===== src/source/fire_macros.svh =====
//--------------------
// firing controller timing and width macros
// all cycle counts are in clk periods
//--------------------
`ifndef FIRE_MACROS_SVH
`define FIRE_MACROS_SVH

`define FIRE_CHANNELS       20  // total firing channels
`define FIRE_LO_CHANNELS    16  // channels on the 4-to-16 decoder
`define PRE_GUARD_CYCLES    40  // low ack cycles for pre-power success
`define PRE_FAIL_CYCLES     60  // pre-power timeout
`define PRE_CNT_W           7   // guard and fail counter width
`define FIRE_BASE_CYCLES    16  // on-time at exponent 0
`define FIRE_GAP_CYCLES     6   // idle gap after each channel
`define FIRE_CNT_W          8   // holds max on-time plus gap
`define ENABLE_DELAY        2   // select to decoder enable
`define STROBE_DELAY        5   // select to strobe
`define ERR_PRE_POWER_FAIL  1

`endif


===== src/source/fire_chan_pkg.sv =====
//--------------------
// channel index, channel mask and decoder address types
//--------------------
`include "fire_macros.svh"

package fire_chan_pkg;

	typedef logic [4:0] chan_t;  // 0..19

	typedef logic [`FIRE_CHANNELS-1:0] chan_mask_t;  // one bit per channel

	typedef logic [3:0] lo_addr_t;  // 4-to-16 decoder input
	typedef logic [1:0] hi_addr_t;  // 2-to-4 decoder input

endpackage


===== src/source/fire_cmd_pkg.sv =====
//--------------------
// command codes, command fields and controller state
//--------------------
package fire_cmd_pkg;

	typedef logic [7:0] cmd_code_t;

	localparam cmd_code_t CMD_EXPLODE   = 8'h05;
	localparam cmd_code_t CMD_CANCEL    = 8'h06;
	localparam cmd_code_t CMD_PRE_POWER = 8'h07;

	typedef logic [1:0] fire_exp_t;  // on-time = base << exp
	typedef logic [7:0] err_code_t;

	typedef enum logic [1:0] {
		IDLE,
		PRE_POWER,
		FIRING
	} ctrl_state_e;

endpackage


===== src/source/channel_sequencer.sv =====
//--------------------
// channel sequencer
// walks the enable mask lowest channel first, keeps done flags
//--------------------
`include "fire_macros.svh"

module channel_sequencer (
	input  logic                       clk,
	input  logic                       rst_n,
	input  logic                       load,
	input  logic [31:0]                cmd_param,
	input  logic                       timer_done,
	input  logic                       timer_on,
	output logic                       start,
	output fire_cmd_pkg::fire_exp_t    fire_exp,
	output fire_chan_pkg::chan_t       chan,
	output logic                       chan_on,
	output logic                       busy,
	output fire_chan_pkg::chan_mask_t  done_flags
);
	import fire_chan_pkg::*;

	chan_mask_t pending;
	chan_t      pick;
	logic       running;

	// lowest pending channel wins
	always_comb begin
		pick = '0;
		for (int i = `FIRE_CHANNELS - 1; i >= 0; i--) begin
			if (pending[i])
				pick = chan_t'(i);
		end
	end

	assign busy = (|pending) || timer_on;

	always_ff @(posedge clk) begin
		if (!rst_n) begin
			pending    <= '0;
			done_flags <= '0;
			running    <= 1'b0;
			start      <= 1'b0;
			chan_on    <= 1'b0;
		end else begin
			start   <= 1'b0;
			chan_on <= timer_on;  // aligned with chan
			if (load) begin
				pending    <= cmd_param[`FIRE_CHANNELS-1:0];
				done_flags <= done_flags & ~cmd_param[`FIRE_CHANNELS-1:0];
			end else if (timer_done) begin
				pending[chan]    <= 1'b0;
				done_flags[chan] <= 1'b1;
				running          <= 1'b0;
			end else if (!running && |pending) begin
				start   <= 1'b1;
				running <= 1'b1;
			end
		end
	end

	// payload, held for the whole round or channel
	always_ff @(posedge clk) begin
		if (load)
			fire_exp <= cmd_param[25:24];
		if (!load && !timer_done && !running && |pending)
			chan <= pick;
	end

endmodule


===== src/source/command_fsm.sv =====
//--------------------
// controller FSM: idle, pre-power and firing
// owns pre-power status and the error code
//--------------------
`include "fire_macros.svh"

module command_fsm (
	input  logic                    clk,
	input  logic                    rst_n,
	input  logic                    cmd_ready,
	input  fire_cmd_pkg::cmd_code_t cmd_type,
	input  logic                    pre_ok,
	input  logic                    pre_fail,
	input  logic                    seq_busy,
	output logic                    powering,
	output logic                    pre_pwr_on,
	output logic                    load,
	output logic                    pre_status,
	output fire_cmd_pkg::err_code_t err_code
);
	import fire_cmd_pkg::*;

	ctrl_state_e state;
	logic        is_pre;
	logic        is_explode;
	logic        is_cancel;

	assign is_pre     = cmd_ready && (cmd_type == CMD_PRE_POWER);
	assign is_explode = cmd_ready && (cmd_type == CMD_EXPLODE);
	assign is_cancel  = cmd_ready && (cmd_type == CMD_CANCEL);

	// explode only after pre-power has succeeded
	assign load = (state == PRE_POWER) && pre_status && is_explode && !pre_fail;

	always_ff @(posedge clk) begin
		if (!rst_n) begin
			state      <= IDLE;
			powering   <= 1'b0;
			pre_pwr_on <= 1'b0;
			pre_status <= 1'b0;
			err_code   <= '0;
		end else begin
			case (state)
				IDLE: begin
					if (is_pre) begin
						state      <= PRE_POWER;
						powering   <= 1'b1;
						pre_pwr_on <= 1'b1;
					end
				end
				PRE_POWER: begin
					if (is_cancel || pre_fail) begin
						state      <= IDLE;
						powering   <= 1'b0;
						pre_pwr_on <= 1'b0;
						pre_status <= 1'b0;
						if (pre_fail)
							err_code <= err_code_t'(`ERR_PRE_POWER_FAIL);  // sticky
					end else if (load) begin
						state    <= FIRING;
						powering <= 1'b0;  // monitor rests while firing
					end else if (pre_ok) begin
						pre_status <= 1'b1;
					end
				end
				FIRING: begin
					if (!seq_busy) begin
						state      <= IDLE;
						pre_pwr_on <= 1'b0;
						pre_status <= 1'b0;  // next round needs a fresh pre-power
					end
				end
				default: state <= IDLE;
			endcase
		end
	end

	// armed load still has the monitor's success and an idle sequencer
	a_load_armed: assert property (@(posedge clk) disable iff (!rst_n)
		load |-> pre_ok && !seq_busy)
		else $error("load without pre-power success or while sequencer busy");

endmodule


===== src/source/decoder_driver.sv =====
//--------------------
// drives the 4-to-16 and 2-to-4 decoders
// staged enable and strobe per channel bank
//--------------------
`include "fire_macros.svh"

module decoder_driver (
	input  logic                    clk,
	input  logic                    rst_n,
	input  fire_chan_pkg::chan_t    chan,
	input  logic                    chan_on,
	output fire_chan_pkg::lo_addr_t cd4514_d,
	output logic                    cd4514_strobe,
	output logic                    cd4514_en_n,
	output fire_chan_pkg::hi_addr_t cd4555_d,
	output logic                    cd4555_en_n
);
	import fire_chan_pkg::*;

	logic [`STROBE_DELAY-2:0] stage;  // cycles since chan_on rose
	logic                     lo_bank;
	logic                     hi_bank;

	assign lo_bank = chan < chan_t'(`FIRE_LO_CHANNELS);
	assign hi_bank = !lo_bank && (chan < chan_t'(`FIRE_CHANNELS));

	always_ff @(posedge clk) begin
		if (!rst_n || !chan_on) begin
			stage         <= '0;
			cd4514_d      <= '0;
			cd4514_strobe <= 1'b0;
			cd4514_en_n   <= 1'b1;
			cd4555_d      <= '0;
			cd4555_en_n   <= 1'b1;
		end else begin
			stage <= {stage[`STROBE_DELAY-3:0], 1'b1};

			// --------------------
			// channels 0..15
			cd4514_d      <= lo_bank ? lo_addr_t'(chan) : '0;
			cd4514_en_n   <= !(lo_bank && stage[`ENABLE_DELAY-2]);
			cd4514_strobe <= lo_bank && stage[`STROBE_DELAY-2];  // latch address

			// --------------------
			// channels 16..19
			cd4555_d    <= hi_bank ? hi_addr_t'(chan) : '0;
			cd4555_en_n <= !(hi_bank && stage[`ENABLE_DELAY-2]);
		end
	end

	a_one_bank: assert property (@(posedge clk) disable iff (!rst_n)
		!(!cd4514_en_n && !cd4555_en_n))
		else $error("both decoder enables active");

endmodule


===== src/source/fire_ctrl_top.sv =====
//--------------------
// firing controller top
// wires FSM, monitor, sequencer, timer and decoder driver
//--------------------
`include "fire_macros.svh"

module fire_ctrl_top (
	input  logic                    clk,
	input  logic                    rst_n,
	input  logic                    cmd_ready,
	input  fire_cmd_pkg::cmd_code_t cmd_type,
	input  logic [31:0]             cmd_param,
	input  logic                    pre_pwr_on_ack,
	output logic                    pre_pwr_on,
	output fire_chan_pkg::lo_addr_t cd4514_d,
	output logic                    cd4514_strobe,
	output logic                    cd4514_en_n,
	output fire_chan_pkg::hi_addr_t cd4555_d,
	output logic                    cd4555_en_n,
	output logic [31:0]             fire_status,
	output fire_cmd_pkg::err_code_t err_code
);
	import fire_cmd_pkg::*;
	import fire_chan_pkg::*;

	logic       powering;
	logic       pre_ok;
	logic       pre_fail;
	logic       load;
	logic       pre_status;
	logic       seq_busy;
	logic       start;
	logic       timer_on;
	logic       timer_done;
	logic       chan_on;
	fire_exp_t  fire_exp;
	chan_t      chan;
	chan_mask_t done_flags;

	// bit 31 pre-power ok, low bits per-channel done
	assign fire_status = {pre_status, {(31 - `FIRE_CHANNELS){1'b0}}, done_flags};

	command_fsm u_fsm (
		.clk(clk), .rst_n(rst_n),
		.cmd_ready(cmd_ready), .cmd_type(cmd_type),
		.pre_ok(pre_ok), .pre_fail(pre_fail), .seq_busy(seq_busy),
		.powering(powering), .pre_pwr_on(pre_pwr_on), .load(load),
		.pre_status(pre_status), .err_code(err_code)
	);

	pre_power_monitor u_mon (
		.clk(clk), .rst_n(rst_n),
		.powering(powering), .pre_pwr_on_ack(pre_pwr_on_ack),
		.pre_ok(pre_ok), .pre_fail(pre_fail)
	);

	channel_sequencer u_seq (
		.clk(clk), .rst_n(rst_n),
		.load(load), .cmd_param(cmd_param),
		.timer_done(timer_done), .timer_on(timer_on),
		.start(start), .fire_exp(fire_exp), .chan(chan), .chan_on(chan_on),
		.busy(seq_busy), .done_flags(done_flags)
	);

	fire_timer u_timer (
		.clk(clk), .rst_n(rst_n),
		.start(start), .fire_exp(fire_exp),
		.chan_on(timer_on), .done(timer_done)
	);

	decoder_driver u_dec (
		.clk(clk), .rst_n(rst_n),
		.chan(chan), .chan_on(chan_on),
		.cd4514_d(cd4514_d), .cd4514_strobe(cd4514_strobe), .cd4514_en_n(cd4514_en_n),
		.cd4555_d(cd4555_d), .cd4555_en_n(cd4555_en_n)
	);

endmodule


===== src/source/fire_timer.sv =====
//--------------------
// per-channel on-time window and guard gap
//--------------------
`include "fire_macros.svh"

module fire_timer (
	input  logic                    clk,
	input  logic                    rst_n,
	input  logic                    start,
	input  fire_cmd_pkg::fire_exp_t fire_exp,
	output logic                    chan_on,
	output logic                    done
);
	logic [`FIRE_CNT_W-1:0] cnt;
	logic [`FIRE_CNT_W-1:0] on_len;
	logic                   active;

	assign on_len = `FIRE_CNT_W'(`FIRE_BASE_CYCLES) << fire_exp;

	always_ff @(posedge clk) begin
		if (!rst_n) begin
			cnt     <= '0;
			active  <= 1'b0;
			chan_on <= 1'b0;
			done    <= 1'b0;
		end else begin
			done <= 1'b0;
			if (start) begin
				cnt     <= '0;
				active  <= 1'b1;
				chan_on <= 1'b1;
			end else if (active) begin
				cnt     <= cnt + 1'b1;
				chan_on <= (cnt + 1'b1 < on_len);  // on window, then gap
				if (cnt == on_len + `FIRE_CNT_W'(`FIRE_GAP_CYCLES) - 1'b1) begin
					active <= 1'b0;
					done   <= 1'b1;
				end
			end
		end
	end

	a_no_restart: assert property (@(posedge clk) disable iff (!rst_n)
		start |-> !active)
		else $error("start while timer running");

endmodule


===== src/source/pre_power_monitor.sv =====
//--------------------
// pre-power acknowledge monitor
// guard counter for success, fail counter for timeout
//--------------------
`include "fire_macros.svh"

module pre_power_monitor (
	input  logic clk,
	input  logic rst_n,
	input  logic powering,
	input  logic pre_pwr_on_ack,
	output logic pre_ok,
	output logic pre_fail
);
	logic [1:0]            ack_sync;
	logic                  ack_low;
	logic [`PRE_CNT_W-1:0] guard_cnt;
	logic [`PRE_CNT_W-1:0] guard_next;
	logic [`PRE_CNT_W-1:0] fail_cnt;

	assign ack_low    = !ack_sync[1];  // ack is active low
	assign guard_next = (ack_low && guard_cnt < `PRE_GUARD_CYCLES) ?
		guard_cnt + 1'b1 : guard_cnt;

	always_ff @(posedge clk) begin
		if (!rst_n)
			ack_sync <= 2'b11;
		else
			ack_sync <= {ack_sync[0], pre_pwr_on_ack};
	end

	always_ff @(posedge clk) begin
		if (!rst_n || !powering) begin
			guard_cnt <= '0;
			fail_cnt  <= '0;
			pre_ok    <= 1'b0;
			pre_fail  <= 1'b0;
		end else begin
			guard_cnt <= guard_next;
			pre_ok    <= (guard_next == `PRE_GUARD_CYCLES);  // saturated
			pre_fail  <= 1'b0;
			if (!pre_ok && fail_cnt <= `PRE_FAIL_CYCLES) begin
				fail_cnt <= fail_cnt + 1'b1;
				// single pulse as the count passes the limit
				pre_fail <= (fail_cnt == `PRE_FAIL_CYCLES) &&
					(guard_next != `PRE_GUARD_CYCLES);
			end
		end
	end

	a_fail_excl: assert property (@(posedge clk) disable iff (!rst_n)
		pre_fail |-> !pre_ok ##1 !pre_fail)
		else $error("pre_fail overlaps pre_ok or repeats");

endmodule


===== config.mk =====
export PLATFORM = sky130hd
export DESIGN_NAME = fire_ctrl_top
export DESIGN_NICKNAME = d
export VERILOG_FILES = /design/src/source/fire_chan_pkg.sv /design/src/source/fire_cmd_pkg.sv /design/src/source/channel_sequencer.sv /design/src/source/command_fsm.sv /design/src/source/decoder_driver.sv /design/src/source/fire_ctrl_top.sv /design/src/source/fire_timer.sv /design/src/source/pre_power_monitor.sv
export VERILOG_INCLUDE_DIRS = /design/src /design/src/source
export SDC_FILE = /design/constraint.sdc
export NUM_CORES = 1
export LEC_CHECK = 0
export ABC_CLOCK_PERIOD_IN_PS = 3630
export BUFFER_PORTS_ARGS = -buffer_cell sky130_fd_sc_hd__buf_4
export CAP_MARGIN = 20
export CORE_MARGIN = 2
export CORE_UTILIZATION = 30
export DETAILED_ROUTE_END_ITERATION = 7
export PLACE_DENSITY = 0.51
export SYNTH_ARGS = -nofsm -noshare
export SYNTH_HDL_FRONTEND = slang
export SYNTH_SLANG_ARGS = --single-unit

===== constraint.sdc =====
create_clock -name clk -period 3.63 [get_ports clk]
set_clock_uncertainty 0.1 [all_clocks]
set_input_delay 0.726 -clock clk [delete_from_list [all_inputs] [get_ports clk]]
set_output_delay 0.726 -clock clk [all_outputs]
set_load 0.05 [all_outputs]

# [Word-level counts from Yosys, hierarchy flattened]
# Cells that the tools add are included.
[op_classes] n_bitwise=11 n_eq_ne=15 n_addsub=5 shifts=1 order_cmp=7 reduce_logical=58 n_mux=52
[ops] operator="20-bit two-way mux" n=4
[ops] operator="20-bit AND" n=2
[ops] operator="20-bit inverter" n=2
[ops] operator="4-bit two-way mux" n=8
[ops] operator="8-bit by 3-bit == test with 1-bit output, second input constant" n=3
[ops] operator="1-bit two-way mux" n=20
[ops] operator="5-bit two-way mux" n=4
[ops] operator="20-bit OR" n=1
[ops] operator="20-bit OR reduction" n=1
[ops] operator="1-bit logical AND" n=18
[ops] operator="16-bit OR reduction" n=1
[ops] operator="7-bit by 1-bit adder with 7-bit output, second input constant" n=2
[ops] operator="7-bit by 6-bit == test with 1-bit output, second input constant" n=2
[ops] operator="1-bit logical NOT" n=12
[ops] operator="2-bit two-way mux" n=6
[ops] operator="3-bit two-way mux" n=4
[ops] operator="5-bit less-than comparator, second input constant" n=2
[ops] operator="2-bit nonzero test" n=5
[ops] operator="2-bit OR reduction" n=5
[ops] operator="3-bit AND reduction" n=3
[ops] operator="8-bit by 1-bit adder with 8-bit output, second input constant" n=1
[ops] operator="8-bit by 3-bit adder with 8-bit output, second input constant" n=1
[ops] operator="8-bit == test" n=1
[ops] operator="8-bit less-than comparator" n=1
[ops] operator="other kinds (27)" n=40
[totals] input_bits=44 ff_bits=98

# [Longest topological paths before layout]
# Gate-level depths: netlist (run 1).
[logic_depth] ltp_word=19 depth_mapped=10

# [Modules after synthesis]
# Synthesis (run 1) repeated with hierarchy kept, for this count alone.
[hier_totals] hier_cells=535 area_unflattened_um2=4839.6
[modules_own_cells] module="channel_sequencer" seq_area_each_um2=1071.0 cells_per_inst=258 n_inst=1 area_each_um2=2301.0
[modules_own_cells] module="pre_power_monitor" seq_area_each_um2=360.3 cells_per_inst=93 n_inst=1 area_each_um2=879.6
[modules_own_cells] module="fire_timer" seq_area_each_um2=220.2 cells_per_inst=80 n_inst=1 area_each_um2=705.7
[modules_own_cells] module="command_fsm" seq_area_each_um2=120.1 cells_per_inst=58 n_inst=1 area_each_um2=490.5
[modules_own_cells] module="decoder_driver" seq_area_each_um2=260.2 cells_per_inst=33 n_inst=1 area_each_um2=369.1
[modules_own_cells] module="fire_ctrl_top" seq_area_each_um2=0.0 cells_per_inst=13 n_inst=1 area_each_um2=93.8

# [Worst setup path before layout (run 1)]
# No wires, ideal clock.
[synth_path] path_type="input port to flip-flop" startpoint="in cmd_type[4]" endpoint="reg u_seq.done_flags[11]" setup_time_ns=0.128 t_arrival_ns=2.349 slack_ns=1.053 cell_stages=8 required_time_ns=3.402 cell_sequence="or4b_4 or4_4 buf_6 inv_8 buf_12 nand2_2 a22oi_1 nor2_1"
[synth_between] elab_chain_len=5 word_cells_on_any_way=6 cone_classes="1 x eq/ne; 1 x mux; 4 x reduce/logical"
[synth_lines] element="start: declaration" line_no="fire_ctrl_top.sv:11" rtl="input fire_cmd_pkg::cmd_code_t cmd_type,"
[synth_lines] element="8-bit by 3-bit == test with 1-bit output *" line_no="command_fsm.sv:29" rtl="assign is_explode = cmd_ready && (cmd_type == CMD_EXPLODE);"
[synth_lines] element="1-bit logical AND *" line_no="command_fsm.sv:29"
[synth_lines] element="1-bit logical AND * (2 in series)" line_no="command_fsm.sv:33" rtl="assign load = (state == PRE_POWER) && pre_status && is_explode && !pre_fail;"
[synth_lines] element="named net load" line_no="fire_ctrl_top.sv:29" rtl="logic load;"
[synth_lines] element="20-bit two-way mux / 2-bit nonzero test (equally long branches)"
[synth_lines] element="end signal: assignment" line_no="channel_sequencer.sv:50" rtl="done_flags <= done_flags & ~cmd_param[`FIRE_CHANNELS-1:0];"
[synth_lines] element="end: declaration" line_no="channel_sequencer.sv:19" rtl="output fire_chan_pkg::chan_mask_t done_flags"
# Mark *: on every way through the listed nets, which the timed path passes. The rest lies on a longest branch.
# A chain may end at the register's enable or synchronous reset.

# [Worst setup path after layout (run 1)]
[layout_path] startpoint="in cmd_type[4]" endpoint="reg u_seq.done_flags[6]"
[layout_between] elab_chain_len=5 word_cells_on_any_way=6 cone_classes="1 x eq/ne; 1 x mux; 4 x reduce/logical"
[layout_lines] element="8-bit by 3-bit == test with 1-bit output *" line_no="command_fsm.sv:29"
[layout_lines] element="1-bit logical AND *" line_no="command_fsm.sv:29"
[layout_lines] element="1-bit logical AND * (2 in series)" line_no="command_fsm.sv:33"
[layout_lines] element="20-bit two-way mux / 2-bit nonzero test (equally long branches)"
# Mark *: on every way between the ends. The rest lies on a longest branch, timed or not.

==> results.yml, run 1 <==
synth:
  synth_commonest_cells: "dfxtp_1 (91), nor2_1 (72), a21oi_1 (30)"
  synth_top_area_share_pct: 40.7
  synth-warning-count: 0
  synth_edf_count: 7
  synth-seq-cells: 98
  synth_top_cell_by_area: "dfxtp_1"
  synthCells: 497
  synth_area_sq_um: 4480
  synthTopCellsByArea: "dfxtp_1 (41%), nor2_1 (6.0%), edfxtp_1 (4.7%)"
  synth_area_per_cell_sq_um: 9.01
  synth_cell_types: 54
  yosysSeqAreaShare_pct: 45.4
  yosysMostFrequentCell: "dfxtp_1"
  async_flop_share_pct: 0
  synthFlopType: "dfxtp_1"
floorplanning:
  rows: 44
  io_pins: 94
  initial_utilization_pct: 30.8
  fp.dieH_microns: 126
  coreArea_sq_um: 14500
  die_w_microns: 126
  dieArea_sq_um: 15900
sta:
  post-route-min-period_ps: 2680
  drv_slew: 0
  setup_viol: 0
  setup_slack_ps: 953
  whs_ps: 314
  fmax_ghz: 0.374
  final.period_utilization_pct: 73.7
  tightest_slew_ps: 656
  slew_headroom_pct: 56.1
  rsz0062_at_grt: "false"
  hold_viol_final: 0
  tns_ps: 0
hold_path:
  hold_path_depth: 1
  hold_start: "u_mon.ack_sync[0]"
  hold_end: "u_mon.ack_sync[1]"
  min_path_type: "flip-flop to flip-flop"
worst_setup_path:
  reg2reg_setup_slack_ps: 1160
  timing_worst_setup_path_type: "input port to flip-flop"
  r2r_cells: 8
  slowest_delay_ps: 670
  path_max_fanout: 26
  crit_family: "simple AND/OR/NAND/NOR gates"
  crit_start: "cmd_type[4]"
  crit_chain: "buf_4 -> or4b_4 -> or4_4 -> inv_8 -> nor2_1 -> a22oi_1 -> nor2_1"
  cp.buffers_inverters: 2
  crit_path_end_kind: "flip-flop"
  crit-reg2reg-launch: "u_fsm.state[1]"
  rr_endpoint: "u_seq.done_flags[6]"
  path_common_cell: "nor2_1"
  crit_cells: 7
  crit_path_top_delay_cell: "or4_4"
  crit_path_start_kind: "input port"
  cp.arrival_ps: 2790
  worst-endpoint-required_ps: 3740
cts:
  cts-resized-gates: 0
  cts_setup_buffers: 0
  clock_latency_ps: 340
  clockBufferDepth: 2
  clkSinkCount: 98
  cts_tree: "yes"
  cts.clk_slew.worst_paths_ps: 70
  cts_root_buf: "clkbuf_16"
  cts_buffers: 9
  ctsHoldBuffers: 0
  htree_levels: 3
detailed_routing:
  highest_layer: "met4"
  vias: 3672
  drc: 0
  ant_nets: 0
  drtIter0Drc: 187
  wl_met2_microns: 5090
  met1_length_microns: 5140
  firstDrtPassIters: 4
  wl_met3_microns: 317
  drt-total-wl_microns: 10700
  vias_per_cell: 4.97
  wire_per_inst_microns: 14.5
place:
  place.detailed.hpwl_microns: 7790
  place_ws_ps: 573
  io_buffers: 65
  place_congestion: 0.846
status:
  status: "finished clean"
global_route:
  grt_util_all_layers_pct: 13.5
  grt_max_degree: 46
  antenna_found_initial: 0
  grt_pass1_vias: 3562
  grt_pass1_wl_microns: 17300
  grt_overflow_total: 0
layout:
  final_net_count: 606
  n_antenna_cell: 0
  area_delta_synth_final_pct: 18.2
  fin_util_pct: 36.4
  layout-drive-gt1-share_pct: 19.1
flow_run:
  cap_violations: 0
pwr:
  max-vdd-ir-drop_v: 0.000229
  leakagePower_uw: 0.00209
  power-per-cell-area_nw_per_um2: 398
[cells by family after synthesis]
family,synth area share (%)
AOI/OAI and AO/OA,17.5
other,0.0837
DFF,45.4
muxes,0.251
adders and majority gates,3.35
buffers and inverters,7.26
xor gates and xnor gates,3.72
and+or+nand+nor,22.4
[metrics by stage]
stage	instances	instance area, sq um	power, uW
3_3_place_gp	723	5000	1200
2_1_floorplan	514	4540	1190
3_5_place_dp	723	5000	1200
5_1_grt	739	5300	2180
6_report	739	5300	2110
4_1_cts	739	5300	2140
[registers in the layout, summed over array words and instances, names as in the netlist, 2 cells and up]
signal / count
u_seq.pending: 20
u_dec.cd4555_d: 2
u_seq.done_flags: 20
u_dec.cd4514_d: 4
u_mon.fail_cnt: 7
u_mon.guard_cnt: 7
u_mon.ack_sync: 2
u_seq.chan: 5
u_dec.stage: 4
u_seq.fire_exp: 2
u_timer.cnt: 8
u_fsm.state: 2
[worst max path at each step]
stage                            to  slack [ps]
6_report        u_seq.done_flags[6]         950
5_1_grt         u_seq.done_flags[1]         840
4_1_cts         u_seq.done_flags[6]         940
3_5_place_dp    u_seq.done_flags[6]         570
3_3_place_gp   u_seq.done_flags[10]         600
2_1_floorplan  u_seq.done_flags[11]        1050
[placed cells by master (no fill, tap or decap), drive strengths merged, types with 11 or more instances in the layout]
cell / instances
a22oi: 20
nor2: 72
dfxtp: 91
nand3: 11
ha: 12
a21oi: 30
buf: 66
conb: 18
inv: 15
clkbuf: 12
nand2: 43
o211ai: 21
xor2: 14
[area by class of cell]
| type | instances | area, sq um |
|---|---|---|
| Fill cell | 1491 | 9240 |
| Timing Repair Buffer | 66 | 495 |
| Inverter | 14 | 60.1 |
| Clock buffer | 12 | 258 |
| Tap cell | 184 | 230 |
| Multi-Input combinational cell | 361 | 2180 |
| Sequential cell | 98 | 2030 |
| Clock inverter | 4 | 35.0 |
[where the power goes]
part / internal, uW / switching (uW)
clock network: 513 / 414
logic: 27.4 / 64.4
registers: 1090 / 0.308
[routing by layer]
layer / track usage (%) / up-vias
met5: 0 / -
met4: 5.49 / 0
met3: 2.80 / 9
met2: 21.7 / 71
met1: 17.6 / 1756
li1: - / 1836
No activity file was read; power rests on OpenSTA's default activity.
==> run 2: changes to the inputs <==
--- a/config.mk
+++ b/config.mk
@@ -6,13 +6,14 @@
 export SDC_FILE = /design/constraint.sdc
 export NUM_CORES = 1
 export LEC_CHECK = 0
-export ABC_CLOCK_PERIOD_IN_PS = 3630
+export ABC_AREA = 1
+export ABC_CLOCK_PERIOD_IN_PS = 2350
 export BUFFER_PORTS_ARGS = -buffer_cell sky130_fd_sc_hd__buf_4
 export CAP_MARGIN = 20
 export CORE_MARGIN = 2
 export CORE_UTILIZATION = 30
 export DETAILED_ROUTE_END_ITERATION = 7
-export PLACE_DENSITY = 0.51
+export PLACE_DENSITY = 0.53
 export SYNTH_ARGS = -nofsm -noshare
 export SYNTH_HDL_FRONTEND = slang
 export SYNTH_SLANG_ARGS = --single-unit
==> constraint.sdc (replaced) <==
create_clock -name clk -period 2.35 [get_ports clk]
set_clock_uncertainty 0.1 [all_clocks]
set_input_delay 0.47 -clock clk [delete_from_list [all_inputs] [get_ports clk]]
set_output_delay 0.47 -clock clk [all_outputs]
set_load 0.05 [all_outputs]
==> results.yml, run 2 <==
floorplanning:
  rows: 44
  dieArea_sq_um: 15800
  die_w_microns: 126
  coreArea_sq_um: 14500
  fp.dieH_microns: 126
  initial_utilization_pct: 30.6
  io_pins: 94
sta:
  post-route-min-period_ps: 2070
  tns_ps: 0
  slew_headroom_pct: 55.3
  setup_viol: 0
  drv_slew: 0
  final.period_utilization_pct: 88.2
  fmax_ghz: 0.483
  tightest_slew_ps: 669
  rsz0062_at_grt: "false"
  hold_viol_final: 0
place:
  place.detailed.hpwl_microns: 7500
  dpl_cell_area_sq_um: 5080
  place_congestion: 0.790
  io_buffers: 65
synth:
  synth-warning-count: 0
  synth_cell_types: 31
  synthFlopType: "dfxtp_1"
  synth_top_area_share_pct: 41.1
  synth-seq-cells: 98
  synth_area_per_cell_sq_um: 7.25
  async_flop_share_pct: 0
  synthTopCellsByArea: "dfxtp_1 (41%), nand2_1 (12%), a21oi_1 (7.6%)"
  synth_edf_count: 7
  synthCells: 612
  synth_top_cell_by_area: "dfxtp_1"
  yosysMostFrequentCell: "nand2_1"
  yosysSeqAreaShare_pct: 45.8
  synth_area_sq_um: 4440
  synth_commonest_cells: "nand2_1 (138), dfxtp_1 (91), inv_1 (84)"
status:
  status: "finished clean"
detailed_routing:
  ant_nets: 0
  drt-total-wl_microns: 10200
  firstDrtPassIters: 4
  vias: 3873
  drtIter0Drc: 192
  vias_per_cell: 4.46
  wire_per_inst_microns: 11.7
  drc: 0
hold_path:
  min_path_type: "input port to flip-flop"
  hold_path_depth: 1
  hold_end: "u_seq.fire_exp[1]"
  hold_start: "cmd_param[25]"
layout:
  layout-drive-gt1-share_pct: 13.5
  multi_input_area_sq_um: 1950
  area_delta_synth_final_pct: 20.8
  final_cell_mix: "nand2_1 (138), dfxtp_1 (91), inv_1 (84), nor2_1 (79), buf_4 (73)"
  fillers: 1507
  fin_util_pct: 37.0
  regArea_sq_um: 2030
  final_common_cell: "nand2_1"
  design_area_sq_um: 5360
  reg.largest.list: "u_seq.done_flags (20), u_seq.pending (20), u_timer.cnt (8)"
  n_antenna_cell: 0
  final_net_count: 735
worst_setup_path:
  slowest_delay_ps: 400
  rr_endpoint: "u_timer.chan_on"
  cp.arrival_ps: 2240
  crit_chain: "ha_1 -> nand3_1 -> xor2_1 -> inv_1 -> ha_1 -> o21ai_0 -> nand2_1 -> a21oi_1 -> o21ai_0 -> a21oi_1"
  crit_path_end_kind: "flip-flop"
  reg2reg_setup_slack_ps: 280
  r2r_cells: 10
  path_max_fanout: 5
  crit-reg2reg-launch: "u_timer.cnt[0]"
  timing_worst_setup_path_type: "flip-flop to flip-flop"
  crit_path_top_delay_cell: "dfxtp_1"
  worst-endpoint-required_ps: 2520
  crit_path_start_kind: "flip-flop"
cts:
  clkSinkCount: 98
  cts_root_buf: "clkbuf_16"
  cts_tree: "yes"
  cts-resized-gates: 0
  clockBufferDepth: 2
  clock_latency_ps: 340
  cts_setup_buffers: 0
  ctsHoldBuffers: 0
  htree_levels: 3
  cts.clk_slew.worst_paths_ps: 60
  cts_buffers: 9
global_route:
  grt_overflow_total: 0
  grt_util_all_layers_pct: 13.3
  antenna_found_initial: 0
  grt_max_degree: 33
  grt_pass1_wl_microns: 17100
  grt_pass1_vias: 3728
flow_run:
  cap_violations: 0
pwr:
  leakagePower_uw: 0.00220
  max-vdd-ir-drop_v: 0.000347
  power.total_uw: 3590
  power-per-cell-area_nw_per_um2: 670
-- run 2: cell types whose count changed after synthesis, moves of 20 or more --
cell     change
a21oi_1     +37
nand2_1    +114
nand3_1     +26
inv_1       +71
a22oi_1     -20
-- run 2: worst max path at each step --
| stage | start | to | slack, ps | cells after the start |
|---|---|---|---|---|
| 2_1_floorplan | u_fsm.state[1] | u_seq.chan[0] | 450 | 6 |
| 3_3_place_gp | cmd_type[3] | u_seq.done_flags[6] | 270 | 9 |
| 3_5_place_dp | cmd_type[3] | u_seq.done_flags[18] | 260 | 9 |
| 4_1_cts | u_fsm.state[1] | u_seq.done_flags[6] | 280 | 9 |
| 5_1_grt | u_fsm.state[1] | u_seq.done_flags[13] | 40 | 9 |
| 6_report | u_timer.cnt[0] | u_timer.chan_on | 280 | 10 |
-- run 2: cells by family after synthesis --
family | Yosys count | synth area share [%]
other | 1 | 0.0845
buffers and inverters | 119 | 11.7
AOI/OAI and AO/OA | 101 | 12.1
muxes | 1 | 0.254
and+or+nand+nor | 272 | 25.1
adders and majority gates | 12 | 3.38
xor gates and xnor gates | 8 | 1.58
DFF | 98 | 45.8
-- run 2: area by class of cell --
class,instances,share of cell area (%)
sequential,98,37.9
multi-input combinational,412,36.3
timing repair buffer,73,10.2
inverter,85,5.95
clock buffer,12,4.81
tap,184,4.30
clock inverter,4,0.490
-- run 2: metal layers --
metal	up-vias	share of wire (%)	GRT usage, %
met5	-	0	0
met4	0	1.5	4.58
met3	12	4.9	3.08
met2	75	46	21.6
met1	1744	47	17.3
li1	2042	-	-
-- run 2: through the flow --
step,cells,hold WS (ps),worst slack [ps]
after floorplan,629,278,450
after global placement,852,298,268
after detailed placement,852,301,258
after CTS,868,199,280
after global routing,868,193,39.1
final,868,206,278
-- run 2: report_power, final --
part | internal, uW | switching (uW)
clock | 781 | 621
combinational | 150 | 298
sequential | 1720 | 24.5
total | 2650 | 943
-- run 2: worst max-delay path: cells and delay by family (launching register included) --
| family | cells | cell delay [ps] |
|---|---|---|
| adder cells (fa/ha/maj) | 2 | 500 |
| buffers and inverters | 1 | 60 |
| AO/OA/AOI/OAI | 4 | 550 |
| XOR/XNOR | 1 | 190 |
| flip-flops | 1 | 400 |
| AND/OR/NAND/NOR | 2 | 210 |
